### src/common/ccm_params.svh
// ==========================================================================
// CCM port widths and window
// ==========================================================================
`ifndef CCM_PARAMS_SVH
`define CCM_PARAMS_SVH

// data and protected word widths
`define CCM_DATA_W        32
`define CCM_ECC_W         7
`define CCM_CW_W          39    // data plus check bits, interleaved

// address
`define CCM_ADDR_W        32

// CCM window
`define CCM_SADR          32'hf004_0000
`define CCM_SIZE_KB       128   // power of two only

// top address bits that name a region
`define CCM_REGION_BITS   4

// lowest address bit that has to match the start address
`define CCM_MASK_BITS     (10 + $clog2(`CCM_SIZE_KB))

`endif
### src/common/ccm_pkg.sv
// ==========================================================================
// CCM port shared types
// ==========================================================================
`include "ccm_params.svh"

package ccm_pkg;

   // protected word as it sits in the CCM
   typedef struct packed {
      logic [`CCM_DATA_W-1:0] data;
      logic [`CCM_ECC_W-1:0]  ecc;
   } ecc_word_t;

   // one access on the port
   typedef struct packed {
      logic                   write;
      logic [`CCM_ADDR_W-1:0] addr;
      logic [`CCM_DATA_W-1:0] wdata;
      ecc_word_t              rword;   // word read back from memory
   } ccm_req_t;

   // decoder output
   typedef struct packed {
      ecc_word_t word;        // corrected data and check bits
      logic      single_err;  // corrected
      logic      double_err;  // detected only
   } ecc_result_t;

   // address window check
   typedef struct packed {
      logic in_range;
      logic in_region;
   } range_result_t;

   // registered response
   typedef struct packed {
      logic      write;
      ecc_word_t word;        // encoded word on writes, corrected word on reads
      logic      single_err;
      logic      double_err;
      logic      fault;       // address outside the CCM window
      logic      in_region;
   } ccm_resp_t;

endpackage

### src/verilog/ccm_port_top.sv
// ==========================================================================
// CCM port checker top
// ==========================================================================
`timescale 1ns/1ps
`include "ccm_params.svh"

module ccm_port_top (
   input  logic                clk,
   input  logic                rst_l,
   input  logic                req_valid,
   input  ccm_pkg::ccm_req_t   req,
   output logic                resp_valid,
   output ccm_pkg::ccm_resp_t  resp
);
   import ccm_pkg::*;

   logic [`CCM_ECC_W-1:0] wr_ecc;
   ecc_result_t           ecc_res;
   range_result_t         range_res;

   // write path
   ecc_encode i_enc (
      .data (req.wdata),
      .ecc  (wr_ecc)
   );

   // read path, check and correct the word from memory
   ecc_decode i_dec (
      .word   (req.rword),
      .result (ecc_res)
   );

   ccm_range_check i_range (
      .addr   (req.addr),
      .result (range_res)
   );

   ccm_resp_stage i_resp (
      .clk        (clk),
      .rst_l      (rst_l),
      .req_valid  (req_valid),
      .write      (req.write),
      .wdata      (req.wdata),
      .wr_ecc     (wr_ecc),
      .ecc_res    (ecc_res),
      .range_res  (range_res),
      .resp_valid (resp_valid),
      .resp       (resp)
   );

endmodule

### src/verilog/ccm_resp_stage.sv
// ==========================================================================
// CCM port response register
// ==========================================================================
`timescale 1ns/1ps
`include "ccm_params.svh"

module ccm_resp_stage (
   input  logic                    clk,
   input  logic                    rst_l,
   input  logic                    req_valid,
   input  logic                    write,
   input  logic [`CCM_DATA_W-1:0]  wdata,
   input  logic [`CCM_ECC_W-1:0]   wr_ecc,      // check bits for wdata
   input  ccm_pkg::ecc_result_t    ecc_res,     // decode of the read word
   input  ccm_pkg::range_result_t  range_res,
   output logic                    resp_valid,
   output ccm_pkg::ccm_resp_t      resp
);
   import ccm_pkg::*;

   ecc_word_t wr_word;
   logic      rd_chk;     // in-range read, ecc flags count
   ccm_resp_t resp_d;

   assign wr_word = '{data: wdata, ecc: wr_ecc};

   // error flags only mean something for a read that hits the CCM
   assign rd_chk = ~write & range_res.in_range;

   always_comb begin
      resp_d.write      = write;
      resp_d.word       = write ? wr_word : ecc_res.word;   // word reported on faults too
      resp_d.single_err = rd_chk & ecc_res.single_err;
      resp_d.double_err = rd_chk & ecc_res.double_err;
      resp_d.fault      = ~range_res.in_range;
      resp_d.in_region  = range_res.in_region;
   end

   // response holds its last value between requests
   always_ff @(posedge clk or negedge rst_l) begin
      if (!rst_l) begin
         resp <= '0;
      end else if (req_valid) begin
         resp <= resp_d;
      end
   end

   // one response per request, high for a single cycle
   always_ff @(posedge clk or negedge rst_l) begin
      if (!rst_l) begin
         resp_valid <= 1'b0;
      end else begin
         resp_valid <= req_valid;
      end
   end

endmodule

### src/verilog/ccm_range_check.sv
// ==========================================================================
// CCM address window check
// ==========================================================================
`timescale 1ns/1ps
`include "ccm_params.svh"

module ccm_range_check (
   input  logic [`CCM_ADDR_W-1:0] addr,
   output ccm_pkg::range_result_t result
);

   localparam int                     addr_msb   = `CCM_ADDR_W - 1;
   localparam int                     mask_bits  = `CCM_MASK_BITS;
   localparam int                     region_lsb = `CCM_ADDR_W - `CCM_REGION_BITS;
   localparam logic [`CCM_ADDR_W-1:0] start_addr = `CCM_SADR;

   logic range_hit;
   logic region_hit;

   // window is a power of two in size and aligned, so everything above
   // the size bits has to equal the start address
   assign range_hit = (addr[addr_msb:mask_bits] == start_addr[addr_msb:mask_bits]);

   // region is named by the top address bits only
   assign region_hit = (addr[addr_msb:region_lsb] == start_addr[addr_msb:region_lsb]);

   assign result = '{
      in_range:  range_hit,
      in_region: region_hit
   };

endmodule

### src/ecc/ecc_decode.sv
// ==========================================================================
// SECDED decoder with single-bit correction
// ==========================================================================
`timescale 1ns/1ps
`include "ccm_params.svh"

module ecc_decode (
   input  ccm_pkg::ecc_word_t   word,
   output ccm_pkg::ecc_result_t result
);
   import ccm_pkg::*;

   logic [`CCM_ECC_W-1:0] ecc_gen;      // check bits recomputed from data
   logic [`CCM_ECC_W-1:0] syn_raw;
   logic                  par_err;      // overall parity of received word
   logic [`CCM_ECC_W-1:0] chk;          // {parity, hamming syndrome}
   logic                  single_err;
   logic                  double_err;
   logic [`CCM_CW_W-1:0]  cw_in;
   logic [`CCM_CW_W-1:0]  err_mask;
   logic [`CCM_CW_W-1:0]  cw_fix;
   ecc_word_t             fixed_word;

   ecc_encode i_enc (
      .data (word.data),
      .ecc  (ecc_gen)
   );

   assign syn_raw = ecc_gen ^ word.ecc;

   // xor of the full 7-bit difference equals the parity of data and
   // all received check bits
   assign par_err = ^syn_raw;
   assign chk     = {par_err, syn_raw[5:0]};

   // odd parity means one flipped bit, even parity with a nonzero
   // syndrome means two
   assign single_err = (chk != '0) &  par_err;
   assign double_err = (chk != '0) & ~par_err;

   // interleaved codeword, check bits at the power-of-two positions
   assign cw_in = {word.ecc[6], word.data[31:26],
                   word.ecc[5], word.data[25:11],
                   word.ecc[4], word.data[10:4],
                   word.ecc[3], word.data[3:1],
                   word.ecc[2], word.data[0],
                   word.ecc[1:0]};

   always_comb begin
      err_mask = '0;
      for (int i = 0; i < `CCM_CW_W - 1; i++) begin
         err_mask[i] = (chk[5:0] == 6'(i + 1));   // syndrome is position + 1
      end
      // only the overall parity bit is off
      err_mask[`CCM_CW_W-1] = (chk == 7'b100_0000);
   end

   assign cw_fix = single_err ? (cw_in ^ err_mask) : cw_in;

   // pull data and check bits back out of the corrected codeword
   assign fixed_word = '{
      data: {cw_fix[37:32], cw_fix[30:16], cw_fix[14:8], cw_fix[6:4], cw_fix[2]},
      ecc:  {cw_fix[38], cw_fix[31], cw_fix[15], cw_fix[7], cw_fix[3], cw_fix[1:0]}
   };

   assign result = '{
      word:       fixed_word,
      single_err: single_err,
      double_err: double_err
   };

endmodule

### src/ecc/ecc_encode.sv
// ==========================================================================
// SECDED check-bit encoder
// ==========================================================================
`timescale 1ns/1ps
`include "ccm_params.svh"

module ecc_encode (
   input  logic [`CCM_DATA_W-1:0] data,
   output logic [`CCM_ECC_W-1:0]  ecc
);

   // data bits covered by each hamming check bit
   // check bit k covers the codeword positions whose index has bit k set,
   // with data placed around check bits at positions 1, 2, 4, 8, 16 and 32
   localparam logic [5:0][`CCM_DATA_W-1:0] grp_mask = {
      32'hfc00_0000,   // ecc[5], data 31..26
      32'h03ff_f800,   // ecc[4], data 25..11
      32'h03fc_07f0,   // ecc[3]
      32'he3c3_c78e,   // ecc[2]
      32'h9b33_366d,   // ecc[1]
      32'h56aa_ad5b    // ecc[0]
   };

   logic [5:0] ham;   // hamming check bits
   logic       ovr;   // overall parity

   for (genvar i = 0; i < 6; i++) begin : g_ham
      assign ham[i] = ^(data & grp_mask[i]);
   end

   // overall parity over data and the six hamming bits, makes the
   // whole codeword even
   assign ovr = (^data) ^ (^ham);

   assign ecc = {ovr, ham};

endmodule

### config.mk
export PLATFORM = sky130hd
export DESIGN_NAME = ccm_port_top
export DESIGN_NICKNAME = d
export VERILOG_FILES = /design/src/common/ccm_pkg.sv /design/src/verilog/ccm_port_top.sv /design/src/verilog/ccm_resp_stage.sv /design/src/verilog/ccm_range_check.sv /design/src/ecc/ecc_decode.sv /design/src/ecc/ecc_encode.sv
export VERILOG_INCLUDE_DIRS = /design/src /design/src/common
export SDC_FILE = /design/constraint.sdc
export NUM_CORES = 1
export LEC_CHECK = 0
export BUFFER_PORTS_ARGS = -buffer_cell sky130_fd_sc_hd__buf_2
export CORE_MARGIN = 2
export CORE_UTILIZATION = 35
export CTS_CLUSTER_SIZE = 40
export DETAILED_ROUTE_END_ITERATION = 8
export HOLD_SLACK_MARGIN = 0.1
export PLACE_DENSITY = 0.7
export SLEW_MARGIN = 25
export SYNTH_ARGS = -nofsm -noshare
export SYNTH_HDL_FRONTEND = slang
export SYNTH_SLANG_ARGS = --single-unit
### constraint.sdc
create_clock -name clk -period 1.7 [get_ports clk]
set_input_delay 0.34 -clock clk [delete_from_list [all_inputs] [get_ports clk]]
set_output_delay 0.34 -clock clk [all_outputs]
set_load 0.1 [all_outputs]
Word-level counts from Yosys, hierarchy flattened --
Cells that the tools add are included.
Storage, ports and cells: word-level logic and storage cells 81, register bits 45, output and inout port bits 45
Operators by class: reductions and logical operators 18, bitwise operators 12, equality and inequality tests 41, mux-type cells 2
Operator list (number):
- parity 32 bit | 14
- equality test 6 x 5 -> 1 bit (second input constant) | 16
- 2-to-1 mux 39 bit | 2
- equality test 6 x 4 -> 1 bit (second input constant) | 8
- equality test 6 bit (second input constant) | 7
- bitwise XOR 39 bit | 1
- equality test 6 x 3 -> 1 bit (second input constant) | 4
- equality test 15 bit (second input constant) | 1
- equality test 6 x 2 -> 1 bit (second input constant) | 2
- parity 6 bit | 2
- equality test 7 bit (second input constant) | 1
- nonzero test 7 bit | 1
- parity 7 bit | 1
- bitwise XOR 7 bit | 1
- equality test 6 x 1 -> 1 bit (second input constant) | 1
- bitwise AND 1 bit | 5
- equality test 4 bit (second input constant) | 1
- inverter 1 bit | 3
- bitwise XOR 1 bit | 2

Depth between registers and ports, before layout --
depth in word-level cells 9, depth in mapped cells 15, gate-level depth less buffers 13

Hierarchy --
Synthesis repeated with hierarchy kept, for this count alone.
Second synthesis, totals: cells, all modules 463, area, all modules 4645.7 um^2
Modules (own cells, without submodules):
- ccm_resp_stage | cells each 187, seq. area each 1126.1 um^2, area an instance 2109.5 um^2, times used 1
- ecc_encode | cells each 53, seq. area each 0.0 um^2, area an instance 651.9 um^2, times used 2
- ecc_decode | cells each 163, seq. area each 0.0 um^2, area an instance 1173.6 um^2, times used 1
- ccm_range_check | cells each 7, seq. area each 0.0 um^2, area an instance 58.8 um^2, times used 1

Least setup slack after synthesis --
No wires, ideal clock.
path type input port to flip-flop, start point input port req[32] (netlist name), end point register i_resp.resp[5] (netlist name), data required time 1.629 ns, arrival 3.667 ns, library setup time 0.071 ns, path buffers 1, stages 13, setup slack -2.038 ns, path through xor2_2 -> xor3_2 -> xnor3_2 -> xnor2_1 -> ha_1 -> xnor2_1 -> xnor3_1 -> xnor2_1 -> xnor2_2 -> xnor2_4 -> buf_6 -> or4_1 -> nand3_1
Between the ends: cells in the longest elaborated chain, start to end 9
Ends and longest elaborated chain:
- from (decl) | line ccm_port_top.sv:11 | input ccm_pkg::ccm_req_t req,
- parity 32 bit | line ecc_encode.sv:28 | assign ham[i] = ^(data & grp_mask[i]);
- parity 6 bit | line ecc_encode.sv:33 | assign ovr = (^data) ^ (^ham);
- bitwise XOR 1 bit | line ecc_encode.sv:33
- bitwise XOR 7 bit (*) | line ecc_decode.sv:29 | assign syn_raw = ecc_gen ^ word.ecc;
- parity 7 bit | line ecc_decode.sv:33 | assign par_err = ^syn_raw;
- nonzero test 7 bit | line ecc_decode.sv:38 | assign single_err = (chk != '0) & par_err;
- bitwise AND 1 bit | line ecc_decode.sv:38
- 2-to-1 mux 39 bit (*) | line ecc_decode.sv:58 | assign cw_fix = single_err ? (cw_in ^ err_mask) : cw_in;
- 2-to-1 mux 39 bit (*) | line ccm_resp_stage.sv:32 | resp_d.word = write ? wr_word : ecc_res.word;
Every way passes the cells marked *; elsewhere a longest branch is shown, timed or not. A chain may end at the register's enable or synchronous reset.

Worst setup path in the final report --
start point input port req[24] (netlist name), end point register i_resp.resp[27] (netlist name)
Between the ends: cells in the longest elaborated chain, start to end 9
Ends and longest elaborated chain (line):
- parity 32 bit | ecc_encode.sv:28
- parity 6 bit | ecc_encode.sv:33
- bitwise XOR 1 bit | ecc_encode.sv:33
- bitwise XOR 7 bit (*) | ecc_decode.sv:29
- parity 7 bit | ecc_decode.sv:33
- nonzero test 7 bit | ecc_decode.sv:38
- bitwise AND 1 bit | ecc_decode.sv:38
- 2-to-1 mux 39 bit (*) | ecc_decode.sv:58
- 2-to-1 mux 39 bit (*) | ccm_resp_stage.sv:32
Marks and branches as above.

==> flow_summary.yaml <==
logic_synthesis:
  synth_cells: 479
  synth_edf_count: 0
  avgSynthCellArea_um2: 9.03
  synthFlopType: "dfrtp_1"
  yosys_register_bits: 45
  synthArstFlopShare_pct: 100
  synth.distinct_cells: 38
  yosysSeqAreaShare_pct: 26.0
  synth_nets: 597
  netlist_area_um2: 4320
  ys.warnings.count: 0
drt:
  wl_per_cell_um: 18.5
  via_per_inst: 5.42
  detail-route-antenna-nets: 0
  drc: 0
  drtIter0Drc: 316
  totalWireLength_mm: 15.9
  vias: 4667
  first_pass_iters: 6
timing:
  rsz0062_at_grt: "yes"
  report.final.hold_viol_count: 0
  timing.fmax_mhz: 284
  worst_slew_pin_slew_ns: 0.499
  relSlewSlack_pct: 67.0
  skew_ns: 0
  timing.final.crit_share_pct: 207
  setup_violations: 41
  min_period_ns: 3.52
  finalMaxSlewViolations: 0
  whs_ns: 0.265
  fin_ws_ns: -1.82
critical_path:
  critical_path_class: "in2reg"
  crit_chain: "buf_2 -> xnor2_4 -> xor3_2 -> xnor3_2 -> xnor2_2 -> ha_1 -> xnor2_1 -> xnor3_1 -> xnor2_2 -> xnor2_2 -> xnor2_4 -> buf_6 -> buf_6 -> buf_16 -> o211ai_1 -> nand3_1"
  critPathRequiredTime_ns: 1.85
  cp_top_family: "XOR/XNOR gates"
  setup.worst_path.start_class: "input pin"
  crit_slowest_cell: "xor3_2"
  worst_ep_arrival_time_ns: 3.68
  max_stage_delay_ns: 0.41
  crit_top_cell: "xnor2_2"
  path_buf_inv: 4
  end_kind: "flip-flop"
  path_max_fanout: 7
die:
  core_area_um2: 12000
  initial_core_util_pct: 36.0
  dieWidth_um: 115
  ios: 152
  die_area_um2: 13300
  die_y_um: 115
  std_cell_rows: 40
place:
  dp_hpwl_mm: 12.7
  numPortBuffers: 134
  gp_congestion: 0.907
clocking:
  cts.clk_slew.worst_paths_ns: 0.07
  h-tree-depth: 2
  cts_tree: "yes"
  cts_buffer_depth: 2
  numClockSinks: 45
  numCtsBuffers: 5
  clock_latency_ns: 0.29
  ctsRootBufferMaster: "clkbuf_16"
global_routing:
  overflow: 0
  grt_pass1_vias: 4723
  antenna_found_initial: 0
  grtUsageTotal_pct: 23.8
  grt_pass1_wl_mm: 24.3
  grt_max_degree: 39
status:
  violations: "setup timing"
  status: "finished with violations"
job:
  max_cap_violations: 0
hold_path:
  hold_class: "in2reg"
layout:
  diodes: 0
  area_growth_pct: 51.7
  nNetsFinal: 831
  drive_gt1_share_pct: 44.8
-- cells by family after synthesis --
group                      after synthesis  synth area share, %
and+or+nand+nor                        165                 21.9
xor gates and xnor gates               124                 30.9
AOI/OAI and AO/OA                       92                 13.4
DFF                                     45                 26.0
buffers and inverters                   42                 4.51
adders and majority gates               11                 3.18
-- synthesized netlist by cell type, types with 2 or more instances --
| library cell | number | area, µm² |
|---|---|---|
| xnor2_1 | 87 | 762 |
| dfrtp_1 | 45 | 1130 |
| nand3_1 | 41 | 205 |
| nand2_1 | 32 | 120 |
| or4_1 | 30 | 225 |
| o211ai_1 | 29 | 218 |
| and3_1 | 25 | 156 |
| a21oi_1 | 24 | 120 |
| clkbuf_1 | 23 | 86.3 |
| o21ai_0 | 20 | 100 |
| xor2_1 | 18 | 158 |
| xnor3_1 | 13 | 293 |
| ha_1 | 11 | 138 |
| or3_1 | 11 | 68.8 |
| a31oi_1 | 10 | 62.6 |
| inv_1 | 10 | 37.5 |
| and2_1 | 9 | 56.3 |
| nand3b_1 | 9 | 67.6 |
| buf_6 | 4 | 45.0 |
| buf_2 | 3 | 15.0 |
| a21boi_0 | 2 | 15.0 |
| nor2_1 | 2 | 7.51 |
| nor2b_1 | 2 | 12.5 |
| nor4_1 | 2 | 12.5 |
| o2bb2ai_1 | 2 | 17.5 |
| o32a_1 | 2 | 20.0 |
| xor2_2 | 2 | 32.5 |
-- area by class of cell --
cell class	count	area, µm²
Clock buffer	5	125
Clock inverter	3	25.0
Fill cell	1052	5450
Inverter	10	37.5
Multi-Input combinational cell	392	3300
Sequential cell	45	1130
Tap cell	147	184
Timing Repair Buffer	259	1760
-- flip-flops by register name, summed over array words and instances, names as in the netlist --
name,cells
i_resp.resp,44
i_resp.resp_valid,1
-- timing repair --
action                                 CTS  global route
pin swaps                                9            12
cloned                                   2             1
setup buffers                            4             1
setup endpoints to repair               41            41
resized for setup                       21            31
endpoints found under the hold margin   16             0
hold buffers                             1             0
-- per-stage QoR --
step	std cells	area, µm²	worst slack (ns)	TNS [ns]	utilization [%]
2_1_floorplan	479	4410	-1.75	-70.68	-
3_3_place_gp	845	6030	-2.15	-85.87	50.2
3_5_place_dp	845	6030	-2.22	-87.96	50.2
4_1_cts	860	6380	-1.78	-68.94	53.1
5_1_grt	861	6560	-1.93	-75.33	54.6
6_report	861	6560	-1.82	-69.97	54.6
-- worst register-to-register path, delay by kind of cell (launching register included) --
kind / cells / cell delay [ns]
flops: 1 / 0.40
simple gates: 1 / 0.38
compound gates: 1 / 0.14
-- routing by layer --
metal	up-vias	global-route usage, %	wire length, µm
met1	2245	30.4	6520
met4	0	10.1	640
met5	-	0	0
li1	2183	-	-
met2	185	40.9	7870
met3	54	2.69	882
-- cells in the final DEF (no fill, tap or decap), drive strengths merged, types with 2 or more instances in the layout --
cell type,n
buf,257
a21boi,2
o2bb2ai,2
o211ai,29
ha,11
nor2,2
nor4,2
a21oi,24
o32a,2
clkbuf,6
nand3,41
a31oi,10
xnor3,14
or4,30
dfrtp,45
nor2b,2
and2,9
xor2,20
or3,11
o21ai,20
xnor2,89
and3,25
inv,11
nand3b,9
nand2,32
-- path summary, 6_finish.rpt --
kind	start	endpoint	slack [ns]	cells after the start
min in group asynchronous	rst_l	i_resp.resp[33]	0.53	2
max reg2reg	i_resp.resp[4]	i_resp.resp[4]	0.66	2
min	req_valid	i_resp.resp_valid	0.27	1
min reg2reg	i_resp.resp[3]	i_resp.resp[3]	0.50	1
max in group asynchronous	rst_l	i_resp.resp[25]	0.65	3
max	req[24]	i_resp.resp[27]	-1.82	16
Power is not shown: default switching activity piles up to over one toggle a cycle in this logic, so the estimate is an artifact.
